`src/pet_kbd_pkg.sv`:
```
`default_nettype none

package pet_kbd_pkg;

    // ~~~~~~~~~~~~~~~~~~~~
    // address map
    // ~~~~~~~~~~~~~~~~~~~~

    // spi address of cached matrix row 0
    localparam logic [16:0] kbd_base_addr = 17'h0_E800;

    // ten rows, as on the pet keyboard
    localparam int unsigned kbd_rows = 10;

    // last spi address inside the matrix window
    localparam logic [16:0] kbd_last_addr = kbd_base_addr + 17'(kbd_rows - 1);

    // row index width
    // port a carries a full nibble, so 10..15 are reachable
    localparam int unsigned kbd_row_w = 4;

    // cpu address of pia1, four byte-wide registers from here
    localparam logic [15:0] pia1_base_addr = 16'hE810;

    // no key pressed, columns are active low
    localparam logic [7:0] key_released = 8'hFF;

    // ~~~~~~~~~~~~~~~~~~~~
    // types
    // ~~~~~~~~~~~~~~~~~~~~

    // pia1 register select, in rs1:rs0 order
    typedef enum logic [1:0] {
        port_a = 2'd0,
        cr_a   = 2'd1,
        port_b = 2'd2,
        cr_b   = 2'd3
    } pia_reg_e;

    // host write beat, already assembled by the spi shifter
    typedef struct packed {
        logic [16:0] addr;
        logic [7:0]  data;
    } spi_wr_t;

    // cpu bus access, qualified by req_valid outside the struct
    typedef struct packed {
        logic [15:0] addr;
        logic [7:0]  data;
        logic        rd;
        logic        wr;
    } cpu_req_t;

    // decoded pia1 access, qualified by the hit strobe
    typedef struct packed {
        pia_reg_e   sel;
        logic [7:0] data;
        logic       rd;
        logic       wr;
    } pia_access_t;

    // read response back to the cpu
    // from_kbd tags reads answered by the cached matrix
    typedef struct packed {
        logic [7:0] data;
        logic       from_kbd;
    } cpu_rsp_t;

endpackage

`default_nettype wire

```
`src/spi_write_port.sv`:
```
`default_nettype none

module spi_write_port (
    input  logic                              clk_bus_i,
    input  logic                              reset_i,

    // host write beats
    input  pet_kbd_pkg::spi_wr_t              spi_wr_i,
    input  logic                              spi_valid_i,
    output logic                              spi_ready_o,

    // matrix write strobe towards the keyboard block
    output logic                              mtx_wr_o,
    output logic [pet_kbd_pkg::kbd_row_w-1:0] mtx_row_o,
    output logic [7:0]                        mtx_data_o
);
    import pet_kbd_pkg::*;

    // ~~~~~~~~~~~~~~~~~~~~
    // one-entry buffer
    // ~~~~~~~~~~~~~~~~~~~~

    logic    buf_valid;
    spi_wr_t buf_beat;
    logic    accept;
    logic    drain;
    logic    in_window;

    // keyboard takes every strobe, so a held beat always leaves this cycle
    assign drain = buf_valid;

    // room when empty, or when the held beat goes out on this edge
    assign spi_ready_o = !buf_valid || drain;

    assign accept = spi_valid_i && spi_ready_o;

    always_ff @(posedge clk_bus_i or posedge reset_i) begin
        if (reset_i) begin
            buf_valid <= 1'b0;
        end else if (accept) begin
            // new beat replaces the one draining now
            buf_valid <= 1'b1;
        end else if (drain) begin
            buf_valid <= 1'b0;
        end
    end

    // beat payload
    always_ff @(posedge clk_bus_i) begin
        if (accept) begin
            buf_beat <= spi_wr_i;
        end
    end

    // ~~~~~~~~~~~~~~~~~~~~
    // matrix window filter
    // ~~~~~~~~~~~~~~~~~~~~

    // E800..E809 only, anything else is accepted then dropped here
    assign in_window = (buf_beat.addr >= kbd_base_addr) &&
                       (buf_beat.addr <= kbd_last_addr);

    assign mtx_wr_o = buf_valid && in_window;

    // window base sits on a 16-byte boundary
    // so the low nibble of the address is the row index
    assign mtx_row_o = buf_beat.addr[kbd_row_w-1:0];

    assign mtx_data_o = buf_beat.data;

endmodule

`default_nettype wire

```
`src/pia_bus_interface.sv`:
```
`default_nettype none

module pia_bus_interface (
    input  logic                     clk_bus_i,
    input  logic                     reset_i,

    // cpu side
    input  pet_kbd_pkg::cpu_req_t    cpu_req_i,
    input  logic                     req_valid_i,

    // decoded access to pia1 and the keyboard snooper
    output pet_kbd_pkg::pia_access_t pia_acc_o,
    output logic                     pia_hit_o,

    // registered read sources
    input  logic [7:0]               kbd_data_i,
    input  logic                     kbd_hit_i,
    input  logic [7:0]               pia_data_i,

    // read response, one cycle after the access
    output pet_kbd_pkg::cpu_rsp_t    cpu_rsp_o,
    output logic                     rsp_valid_o
);
    import pet_kbd_pkg::*;

    // ~~~~~~~~~~~~~~~~~~~~
    // address decode
    // ~~~~~~~~~~~~~~~~~~~~

    logic in_pia1;
    logic rd_pending;

    // pia1 spans E810..E813
    // base is 4-aligned so the upper 14 bits pick the chip
    assign in_pia1 = (cpu_req_i.addr[15:2] == pia1_base_addr[15:2]);

    assign pia_hit_o = req_valid_i && in_pia1;

    // rs1:rs0 come straight from the two low address bits
    always_comb begin
        pia_acc_o.sel  = pia_reg_e'(cpu_req_i.addr[1:0]);
        pia_acc_o.data = cpu_req_i.data;
        pia_acc_o.rd   = cpu_req_i.rd;
        pia_acc_o.wr   = cpu_req_i.wr;
    end

    // ~~~~~~~~~~~~~~~~~~~~
    // read response
    // ~~~~~~~~~~~~~~~~~~~~

    // read qualifier delayed to line up with the registered sources
    always_ff @(posedge clk_bus_i or posedge reset_i) begin
        if (reset_i) begin
            rd_pending <= 1'b0;
        end else begin
            rd_pending <= pia_hit_o && cpu_req_i.rd;
        end
    end

    assign rsp_valid_o = rd_pending;

    // keyboard wins only when its cached row has a key down
    // otherwise the physical keyboard answers through pia1
    always_comb begin
        if (kbd_hit_i) begin
            cpu_rsp_o.data = kbd_data_i;
        end else begin
            cpu_rsp_o.data = pia_data_i;
        end
        cpu_rsp_o.from_kbd = kbd_hit_i;
    end

endmodule

`default_nettype wire

```
`src/keyboard.sv`:
```
`default_nettype none

module keyboard (
    input  logic                              clk_bus_i,
    input  logic                              reset_i,

    // matrix writes from the spi path
    input  logic                              mtx_wr_i,
    input  logic [pet_kbd_pkg::kbd_row_w-1:0] mtx_row_i,
    input  logic [7:0]                        mtx_data_i,

    // snooped pia1 access
    input  pet_kbd_pkg::pia_access_t          pia_acc_i,
    input  logic                              pia_hit_i,

    // port b intercept
    output logic [7:0]                        kbd_data_o,
    output logic                              kbd_hit_o
);
    import pet_kbd_pkg::*;

    // ~~~~~~~~~~~~~~~~~~~~
    // cached key matrix
    // ~~~~~~~~~~~~~~~~~~~~

    // one byte per row, a clear bit is a pressed key
    logic [7:0]           mtx_q [kbd_rows];
    logic [kbd_row_w-1:0] row_q;
    logic [7:0]           row_val;
    logic                 wr_port_a;
    logic                 rd_any;
    logic                 rd_port_b;

    always_ff @(posedge clk_bus_i or posedge reset_i) begin
        if (reset_i) begin
            // every key up
            for (int i = 0; i < kbd_rows; i++) begin
                mtx_q[i] <= key_released;
            end
        end else if (mtx_wr_i && (mtx_row_i < kbd_rows)) begin
            mtx_q[mtx_row_i] <= mtx_data_i;
        end
    end

    // ~~~~~~~~~~~~~~~~~~~~
    // row select snoop
    // ~~~~~~~~~~~~~~~~~~~~

    // the pet scans by writing the row number to port a
    assign wr_port_a = pia_hit_i && pia_acc_i.wr && (pia_acc_i.sel == port_a);

    always_ff @(posedge clk_bus_i or posedge reset_i) begin
        if (reset_i) begin
            row_q <= '0;
        end else if (wr_port_a) begin
            row_q <= pia_acc_i.data[kbd_row_w-1:0];
        end
    end

    // rows 10..15 have no cached entry and read as all keys up
    always_comb begin
        if (row_q < kbd_rows) begin
            row_val = mtx_q[row_q];
        end else begin
            row_val = key_released;
        end
    end

    // ~~~~~~~~~~~~~~~~~~~~
    // port b intercept
    // ~~~~~~~~~~~~~~~~~~~~

    assign rd_any    = pia_hit_i && pia_acc_i.rd;
    assign rd_port_b = rd_any && (pia_acc_i.sel == port_b);

    // hit is refreshed on every pia1 read
    // a read of another register must not inherit an old port b hit
    always_ff @(posedge clk_bus_i or posedge reset_i) begin
        if (reset_i) begin
            kbd_hit_o <= 1'b0;
        end else if (rd_any) begin
            kbd_hit_o <= rd_port_b && (row_val != key_released);
        end
    end

    // row value captured on the same edge as the hit flag
    always_ff @(posedge clk_bus_i or posedge reset_i) begin
        if (reset_i) begin
            kbd_data_o <= key_released;
        end else if (rd_port_b) begin
            kbd_data_o <= row_val;
        end
    end

endmodule

`default_nettype wire

```
`src/pia1_lite.sv`:
```
`default_nettype none

module pia1_lite (
    input  logic                     clk_bus_i,
    input  logic                     reset_i,

    // decoded pia1 access
    input  pet_kbd_pkg::pia_access_t pia_acc_i,
    input  logic                     pia_hit_i,

    // physical keyboard
    input  logic [7:0]               col_pins_i,
    output logic [3:0]               row_pins_o,

    // registered read data
    output logic [7:0]               pia_data_o
);
    import pet_kbd_pkg::*;

    // ~~~~~~~~~~~~~~~~~~~~
    // registers
    // ~~~~~~~~~~~~~~~~~~~~

    logic [7:0] ora_q;
    logic [7:0] cra_q;
    logic [7:0] crb_q;
    logic [7:0] pb_in_q;
    logic       wr_en;
    logic       rd_en;

    assign wr_en = pia_hit_i && pia_acc_i.wr;
    assign rd_en = pia_hit_i && pia_acc_i.rd;

    always_ff @(posedge clk_bus_i or posedge reset_i) begin
        if (reset_i) begin
            ora_q <= '0;
            cra_q <= '0;
            crb_q <= '0;
        end else if (wr_en) begin
            case (pia_acc_i.sel)
                port_a:  ora_q <= pia_acc_i.data;
                cr_a:    cra_q <= pia_acc_i.data;
                cr_b:    crb_q <= pia_acc_i.data;
                // port b is input only here
                port_b:  ;
                default: ;
            endcase
        end
    end

    // low nibble of port a drives the row decoder on the board
    assign row_pins_o = ora_q[3:0];

    // ~~~~~~~~~~~~~~~~~~~~
    // port b input
    // ~~~~~~~~~~~~~~~~~~~~

    // column lines are sampled every cycle
    // idle value matches pulled-up, unpressed columns
    always_ff @(posedge clk_bus_i or posedge reset_i) begin
        if (reset_i) begin
            pb_in_q <= key_released;
        end else begin
            pb_in_q <= col_pins_i;
        end
    end

    // ~~~~~~~~~~~~~~~~~~~~
    // readback
    // ~~~~~~~~~~~~~~~~~~~~

    // one cycle of latency, same as the keyboard intercept
    always_ff @(posedge clk_bus_i or posedge reset_i) begin
        if (reset_i) begin
            pia_data_o <= key_released;
        end else if (rd_en) begin
            case (pia_acc_i.sel)
                port_a:  pia_data_o <= ora_q;
                cr_a:    pia_data_o <= cra_q;
                port_b:  pia_data_o <= pb_in_q;
                cr_b:    pia_data_o <= crb_q;
                default: pia_data_o <= key_released;
            endcase
        end
    end

endmodule

`default_nettype wire

```
`src/pet_kbd_top.sv`:
```
`default_nettype none

module pet_kbd_top (
    input  logic                  clk_bus_i,
    input  logic                  reset_i,

    // host spi write beats
    input  pet_kbd_pkg::spi_wr_t  spi_wr_i,
    input  logic                  spi_valid_i,
    output logic                  spi_ready_o,

    // cpu bus
    input  pet_kbd_pkg::cpu_req_t cpu_req_i,
    input  logic                  req_valid_i,
    output pet_kbd_pkg::cpu_rsp_t cpu_rsp_o,
    output logic                  rsp_valid_o,

    // physical keyboard
    input  logic [7:0]            col_pins_i,
    output logic [3:0]            row_pins_o
);
    import pet_kbd_pkg::*;

    // spi path into the cached matrix
    logic                 mtx_wr;
    logic [kbd_row_w-1:0] mtx_row;
    logic [7:0]           mtx_data;

    // decoded pia1 access, shared by both responders
    pia_access_t          pia_acc;
    logic                 pia_hit;

    // read sources
    logic [7:0]           kbd_data;
    logic                 kbd_hit;
    logic [7:0]           pia_data;

    spi_write_port u_spi_write_port (
        .clk_bus_i   (clk_bus_i),
        .reset_i     (reset_i),
        .spi_wr_i    (spi_wr_i),
        .spi_valid_i (spi_valid_i),
        .spi_ready_o (spi_ready_o),
        .mtx_wr_o    (mtx_wr),
        .mtx_row_o   (mtx_row),
        .mtx_data_o  (mtx_data)
    );

    pia_bus_interface u_pia_bus_interface (
        .clk_bus_i   (clk_bus_i),
        .reset_i     (reset_i),
        .cpu_req_i   (cpu_req_i),
        .req_valid_i (req_valid_i),
        .pia_acc_o   (pia_acc),
        .pia_hit_o   (pia_hit),
        .kbd_data_i  (kbd_data),
        .kbd_hit_i   (kbd_hit),
        .pia_data_i  (pia_data),
        .cpu_rsp_o   (cpu_rsp_o),
        .rsp_valid_o (rsp_valid_o)
    );

    keyboard u_keyboard (
        .clk_bus_i  (clk_bus_i),
        .reset_i    (reset_i),
        .mtx_wr_i   (mtx_wr),
        .mtx_row_i  (mtx_row),
        .mtx_data_i (mtx_data),
        .pia_acc_i  (pia_acc),
        .pia_hit_i  (pia_hit),
        .kbd_data_o (kbd_data),
        .kbd_hit_o  (kbd_hit)
    );

    pia1_lite u_pia1_lite (
        .clk_bus_i  (clk_bus_i),
        .reset_i    (reset_i),
        .pia_acc_i  (pia_acc),
        .pia_hit_i  (pia_hit),
        .col_pins_i (col_pins_i),
        .row_pins_o (row_pins_o),
        .pia_data_o (pia_data)
    );

endmodule

`default_nettype wire

```
`config.mk`:
```
export PLATFORM = sky130hd
export DESIGN_NAME = pet_kbd_top
export DESIGN_NICKNAME = d
export VERILOG_FILES = /design/src/pet_kbd_pkg.sv /design/src/spi_write_port.sv /design/src/pia_bus_interface.sv /design/src/keyboard.sv /design/src/pia1_lite.sv /design/src/pet_kbd_top.sv
export SDC_FILE = /design/constraint.sdc
export NUM_CORES = 1
export LEC_CHECK = 0
export BUFFER_PORTS_ARGS = -buffer_cell sky130_fd_sc_hd__buf_2
export CAP_MARGIN = 20
export CORE_AREA = 3 3 128 130
export CTS_BUF_LIST = sky130_fd_sc_hd__clkbuf_4
export DETAILED_ROUTE_END_ITERATION = 16
export DIE_AREA = 0 0 131 133
export PLACE_DENSITY_LB_ADDON = 0.08
export SYNTH_ARGS = -nofsm -noshare
export SYNTH_HDL_FRONTEND = slang
export SYNTH_SLANG_ARGS = --single-unit
```
`constraint.sdc`:
```
create_clock -name clk_bus_i -period 6 [get_ports clk_bus_i]
set_input_delay 1.8 -clock clk_bus_i [delete_from_list [all_inputs] [get_ports clk_bus_i]]
set_output_delay 1.8 -clock clk_bus_i [all_outputs]
set_load 0.005 [all_outputs]
```
==> results of run 1 <==
metal layers:
layer	up-vias	GRT usage, %
met2	48	24.86
met5	-	0
met1	1927	24.53
met4	0	4.629
li1	1709	-
met3	8	4.199
per-stage QoR:
step / cell area, µm² / worst slack [ps] / power [µW]
detailed placement: 7397 / 2378 / 1197
finish: 7674 / 2340 / 1799
floorplan: 6888 / 874.4 / 1157
global placement: 7397 / 2427 / 1194
CTS: 7674 / 2226 / 1824
global route: 7674 / 2180 / 1881
logic make-up after synthesis:
family | after synthesis | synth area share (%)
simple gates | 47 | 4.669
buf+inv | 33 | 2.343
flops | 156 | 60.38
mux | 168 | 30.26
other cells | 1 | 0.05444
compound gates | 22 | 2.289
report_power, final:
part | internal, µW | switching, µW | total (µW)
clock | 252 | 369 | 621
combinational | 24.1 | 33.8 | 57.9
sequential | 1100 | 19.6 | 1120
cell usage after synthesis:
cell / count / share of area [%]
a21oi_1: 5 / 0.36
a221oi_1: 3 / 0.38
a22o_1: 3 / 0.38
a22oi_1: 10 / 1.1
and2_0: 1 / 0.091
and2_1: 1 / 0.091
and4b_1: 1 / 0.15
buf_1: 9 / 0.49
buf_2: 6 / 0.44
buf_4: 6 / 0.65
buf_6: 1 / 0.16
clkbuf_1: 9 / 0.49
conb_1: 1 / 0.054
dfrtp_1: 27 / 9.8
dfstp_2: 104 / 40
edfxtp_1: 25 / 11
inv_1: 2 / 0.11
mux2_1: 2 / 0.33
mux2_2: 128 / 21
mux2_4: 8 / 1.7
mux2i_1: 14 / 2.0
mux4_2: 16 / 5.2
nand2_1: 8 / 0.44
nand2b_1: 4 / 0.36
nand3_1: 3 / 0.22
nand3b_1: 1 / 0.11
nand4_1: 3 / 0.27
nand4b_1: 1 / 0.13
nor2_1: 7 / 0.38
nor2_2: 4 / 0.36
nor2b_1: 1 / 0.091
nor3_4: 1 / 0.24
nor3b_4: 2 / 0.55
nor4_1: 1 / 0.091
nor4b_1: 1 / 0.13
nor4b_2: 2 / 0.44
nor4bb_1: 1 / 0.15
o21ai_0: 1 / 0.073
or3_1: 3 / 0.27
or3b_1: 1 / 0.13
path summary, 6_finish.rpt:
check                                           from                    to
worst max-delay path             u_keyboard.row_q[0]         row_pins_o[0]
worst min-delay path            u_pia1_lite.crb_q[4]  u_pia1_lite.crb_q[4]
worst max register to register   u_keyboard.row_q[0]  u_keyboard.kbd_hit_o
worst min register to register  u_pia1_lite.crb_q[4]  u_pia1_lite.crb_q[4]
max in group asynchronous                    reset_i  u_keyboard.kbd_hit_o
min in group asynchronous                    reset_i  u_pia1_lite.ora_q[7]
cell type report:
cell class | count | area [µm²] | share of cell area, %
Tap cell | 211 | 264.0 | 3.440
Clock inverter | 14 | 141.4 | 1.842
Inverter | 2 | 10.01 | 0.1304
Multi-Input combinational cell | 238 | 2567 | 33.46
Timing Repair Buffer | 78 | 395.4 | 5.152
Sequential cell | 156 | 4160 | 54.21
Clock buffer | 18 | 135.1 | 1.761
flip-flops by register name, indices dropped and copies added, names as in the netlist:
| signal | cells |
|---|---|
| u_keyboard.kbd_data_o | 8 |
| u_keyboard.kbd_hit_o | 1 |
| u_keyboard.mtx_q | 80 |
| u_keyboard.row_q | 3 |
| u_pia1_lite.cra_q | 8 |
| u_pia1_lite.crb_q | 8 |
| u_pia1_lite.ora_q | 5 |
| u_pia1_lite.pb_in_q | 8 |
| u_pia1_lite.pia_data_o | 8 |
| u_pia_bus_interface.rsp_valid_o | 1 |
| u_spi_write_port.buf_beat | 13 |
| u_spi_write_port.buf_valid | 1 |
| u_spi_write_port.mtx_data_o | 8 |
| u_spi_write_port.mtx_row_o | 4 |
==> metrics.md, run 1 <==
| Metric | Value |
|---|---|
| Outcome | finished clean |
| Die area | 17,420 µm² |
| Hold WS | 520.0 ps |
| Post-Route WL | 13,570 µm |
| Max_cap viols | 0 |
| Total CTS buffers | 17 |
| Most frequent cells in the layout | mux2_2 (128), dfstp_2 (104), buf_2 (76) |
| Core ar. | 15,260 µm² |
| Worst Tran Pin Value | 1033 ps |
| Post-Place Cells | 685 |
| Kind of critical path | reg2out |
| Worst skew pair latency | 540 ps |
| CP max FO | 35 |
| DR DRC count | 0 |
| Dpl hpwl | 9269 µm |
| Via Count | 3,692 |
| Crit path max-delay family | flip-flops |
| Crit path depth | 1 |
| Final Core Density | 50.29% |
| CTS sink cnt | 156 |
| R2r setup slk | 3430 ps |
| Initial antenna violation count | 0 |
| Final Instance Count excl. Fillers | 717 |
| Total GRT Usage | 16.76% |
| Syn-to-layout area delta | 11.41% |
| Max-slew violations | 0 |
| Commonest non-fill, non-tap cell in the layout | mux2_2 |
| Hold path cells | 1 |
| Worst setup SP type | register |
| Synth Area per Inst | 16.13 µm² |
| Fin Clk Skew | 17.29 ps |
| Mapped Cells | 427 |
| Number of global-route vias before repair | 4,055 |
| Final Hold Vio Count | 0 |
| Critical Path RT | 4200 ps |
| Critical-path cell list | buf_2 |
| Routed length on met3 | 435 µm |
| Fin crit period | 3660 ps |
| Fmax | 0.2732 GHz |
| Post-CTS setup buffer count | 0 |
| Min-delay worst type | reg2reg |
| Worst Path Arrival | 1860 ps |
| RSZ-0062 raised after global routing | no |
| Vias per cell | 5.149 |
| I/O pins | 78 |
| Syn Std Cell Area | 6888 µm² |
| Drt first pass iters | 4 |
| Clock root buffer | clkbuf_4 |
| Clock Tree Buf Depth | 2 |
| Reg clk slew, reported paths | 130 ps |
| Register area share after synthesis | 60.38% |
| Yosys synthesis warning count | 0 |
| Fin nets | 556 |
| Antenna cells | 0 |
| Post-CTS Resized | 0 |
| WL/cell | 18.93 µm |
| Distinct cells, synth | 40 |
| Met2 wire length | 6350 µm |
| Final Cycle Share | 61.00% |
| Max stage delay on crit path | 1070 ps |
| Worst VDD drop | 0.0002007 V |
| Uppermost layer routed | met4 |
| Pwr dens | 234.4 nW/µm² |
| Fillers | 1,318 |
| Leak | 0.003252 µW |
| Count of hold buffers inserted by post-cts repair | 0 |
| Met1 wire length | 6637 µm |
| TritonCTS clock tree | yes |
| Depth of the CTS H-tree | 4 |
| Die width | 131 µm |
| Setup crit end kind | output pin |
| Share of layout cells above drive strength 1 | 73.91% |
| Pin count of the biggest net entering global routing | 59 |
| First-pass GRT wire length | 22,020 µm |
| Row cnt | 45 |
| Register-to-Register Path Depth | 6 |
| Post-Syn Nets | 490 |
| Initial core utilization | 45.14% |
| WP buf/inv | 1 |
| Vert. Die Dim | 133 µm |
| Final setup viols | 0 |
| Relative slew slack | 31.16% |
| I/O Buffers | 76 |
| GR Overflow Total | 0 |
| #FFs+latches synth | 156 |
| Initial detailed-routing violation count | 159 |
| ANT nets after route | 0 |
| Highest-delay cell along the critical path | dfrtp_2 |
| TNS Setup | 0 ps |
| GP Congestion | 0.7283 |
Note: power is estimated with default switching activity, not from simulation.
==> run 2: changes to the inputs <==
==> constraint.sdc (replaced) <==
create_clock -name clk_bus_i -period 3.1 [get_ports clk_bus_i]
set_input_delay 0.93 -clock clk_bus_i [delete_from_list [all_inputs] [get_ports clk_bus_i]]
set_output_delay 0.93 -clock clk_bus_i [all_outputs]
set_load 0.005 [all_outputs]
==> metrics.md, run 2 (synthesis results as in run 1) <==
| Metric | Value |
|---|---|
| RR Startpoint | u_keyboard.row_q[0] |
| TNS Setup | 0 ps (unchanged) |
| Leak | 0.003291 µW (+1.2%) |
| Register-to-Register Path Depth | 6 (unchanged) |
| Critical Path RT | 2170 ps (-2030 ps) |
| Post-Route WL | 13,340 µm (-1.7%) |
| Int Pwr | 2591 µW (+88%) |
| Final setup viols | 0 (unchanged) |
| Die width | 131 µm (unchanged) |
| Overall power | 3447 µW (+92%) |
| Largest register by flop count | u_keyboard.mtx_q |
| Reg clk slew, reported paths | 150 ps (+20 ps) |
| Drt first pass iters | 4 (unchanged) |
| WP buf/inv | 1 (unchanged) |
| Antenna cells | 0 (unchanged) |
| Core ar. | 15,260 µm² (unchanged) |
| CP max FO | 29 (-17%) |
| Critical-path cell list | buf_2 |
| Max-slew violations | 0 (unchanged) |
| Setup crit end kind | output pin |
| Initial detailed-routing violation count | 172 (+8.2%) |
| Fin nets | 562 (+1.1%) |
| Vert. Die Dim | 133 µm (unchanged) |
| TritonCTS clock tree | yes |
| Critical path capture point | row_pins_o[0] |
| Fmax | 0.3754 GHz |
| Final Instance Count excl. Fillers | 723 (+0.84%) |
| Final Hold Vio Count | 0 (unchanged) |
| Fin Clk Skew | 17.47 ps (+0.1737 ps) |
| GP Congestion | 0.7220 (-0.87%) |
| Count of hold buffers inserted by post-cts repair | 0 (unchanged) |
| Reg power frac | 62.8% (+0.6 points) |
| Die area | 17,420 µm² (unchanged) |
| Hold path cells | 1 (unchanged) |
| Worst VDD drop | 0.0003379 V (+68%) |
| First-pass GRT wire length | 22,070 µm (+0.22%) |
| Clock root buffer | clkbuf_4 |
| Highest-delay cell along the critical path | dfrtp_2 |
| Post-CTS Resized | 0 (unchanged) |
| Clk pwr share | 33.9% (-0.6 points) |
| Hold WS | 457.1 ps (-62.95 ps) |
| Depth of the CTS H-tree | 4 (unchanged) |
| Crit path max-delay family | flip-flops |
| Outcome | finished clean |
| Crit. Startpoint | u_keyboard.row_q[0] |
| Initial antenna violation count | 0 (unchanged) |
| Share of layout cells above drive strength 1 | 74.80% (+0.89 points) |
| Max reg flops | 80 (unchanged) |
| WL/cell | 18.46 µm (-2.5%) |
| Max stage delay on crit path | 950 ps (-120 ps) |
| Pwr dens | 446.5 nW/µm² (+90%) |
| Final Core Density | 50.60% (+0.31 points) |
| Post-CTS setup buffer count | 0 (unchanged) |
| RR Endpoint | u_keyboard.kbd_hit_o |
| Initial core utilization | 45.14% (unchanged) |
| Worst skew pair latency | 550 ps (about the same) |
| Crit path depth | 1 (unchanged) |
| Worst setup SP type | register |
| Clock Tree Buf Depth | 2 (unchanged) |
| Final Cycle Share | 85.93% |
| Sw Share | 24.84% (+1.3 points) |
| GR Overflow Total | 0 (unchanged) |
| Pin count of the biggest net entering global routing | 91 (+54%) |
| I/O Buffers | 76 (unchanged) |
| ANT nets after route | 0 (unchanged) |
| Most frequent cells in the layout | mux2_2 (128), dfstp_2 (104), buf_2 (76) |
| Post-Place Cells | 691 (+0.88%) |
| Relative slew slack | 42.79% (+12 points) |
| CTS sink cnt | 156 (unchanged) |
| Psw | 856.4 µW (+100%) |
| Max_cap viols | 0 (unchanged) |
| Worst Path Arrival | 1730 ps (-130 ps) |
| Syn-to-layout area delta | 12.10% |
| Commonest non-fill, non-tap cell in the layout | mux2_2 |
| RSZ-0062 raised after global routing | no |
| Via Count | 3,758 (+1.8%) |
| DR DRC count | 0 (unchanged) |
| Dpl hpwl | 9161 µm (-1.2%) |
| Total CTS buffers | 17 (unchanged) |
| Logic gate share of total power | 3.3% (about the same) |
| Kind of critical path | reg2out |
| Fin crit period | 2664 ps |
| Largest regs | u_keyboard.mtx_q (80), u_spi_write_port.buf_beat (13) |
| Row cnt | 45 (unchanged) |
| Fillers | 1,325 (+0.53%) |
| Vias per cell | 5.198 (+0.94%) |
| R2r setup slk | 640 ps (-2790 ps) |
| I/O pins | 78 (unchanged) |
| Number of global-route vias before repair | 3,948 (-2.6%) |
| Worst Tran Pin Value | 858.2 ps (-174.4 ps) |
| Total GRT Usage | 16.71% (-0.046 points) |
| Min-delay worst type | in2reg |
[run 2: how the worst min path moves through the flow]
| stage | from | to |
|---|---|---|
| floorplan | u_pia1_lite.crb_q[0] | u_pia1_lite.crb_q[0] |
| global placement | u_pia1_lite.crb_q[2] | u_pia1_lite.crb_q[2] |
| detailed placement | u_pia1_lite.crb_q[5] | u_pia1_lite.crb_q[5] |
| CTS | col_pins_i[4] | u_pia1_lite.pb_in_q[4] |
| global route | col_pins_i[0] | u_pia1_lite.pb_in_q[0] |
| finish | col_pins_i[0] | u_pia1_lite.pb_in_q[0] |
[run 2: final cells by class]
cell class	instances	area, µm²	share of cell area (%)
flip-flops and latches	156	4160	53.88
multi-input cells	238	2567	33.25
repair buffers	84	452.9	5.866
well taps	211	264.0	3.419
clock inverters	15	137.6	1.783
clock buffers	17	127.6	1.653
inverters	2	11.26	0.1458
[run 2: per-stage QoR]
stage,cell area (µm²),setup WS [ps]
after detailed placement,7456,340.1
final,7721,436.2
after floorplan,6892,631.7
after CTS,7721,332.8
after global routing,7721,257.0
after global placement,7456,364.8
[run 2: layer usage]
layer  GRT usage, %  wire [µm]  vias to the layer above
met3          4.400        407                       10
li1               -          -                     1724
met1          24.55       6400                     1970
met4          4.514        163                        0
met2          24.60       6372                       54
met5              0          0                        -
[run 2: power groups by stage]
| stage | logic (µW) | registers [µW] | clock network (µW) |
|---|---|---|---|
| 4_1_cts | 117 | 2170 | 1210 |
| 6_report | 114 | 2170 | 1170 |
| 5_1_grt | 129 | 2170 | 1310 |
| 3_3_place_gp | 115 | 2200 | 0 |
| 3_5_place_dp | 117 | 2200 | 0 |
| 2_1_floorplan | 68.8 | 2170 | 0 |
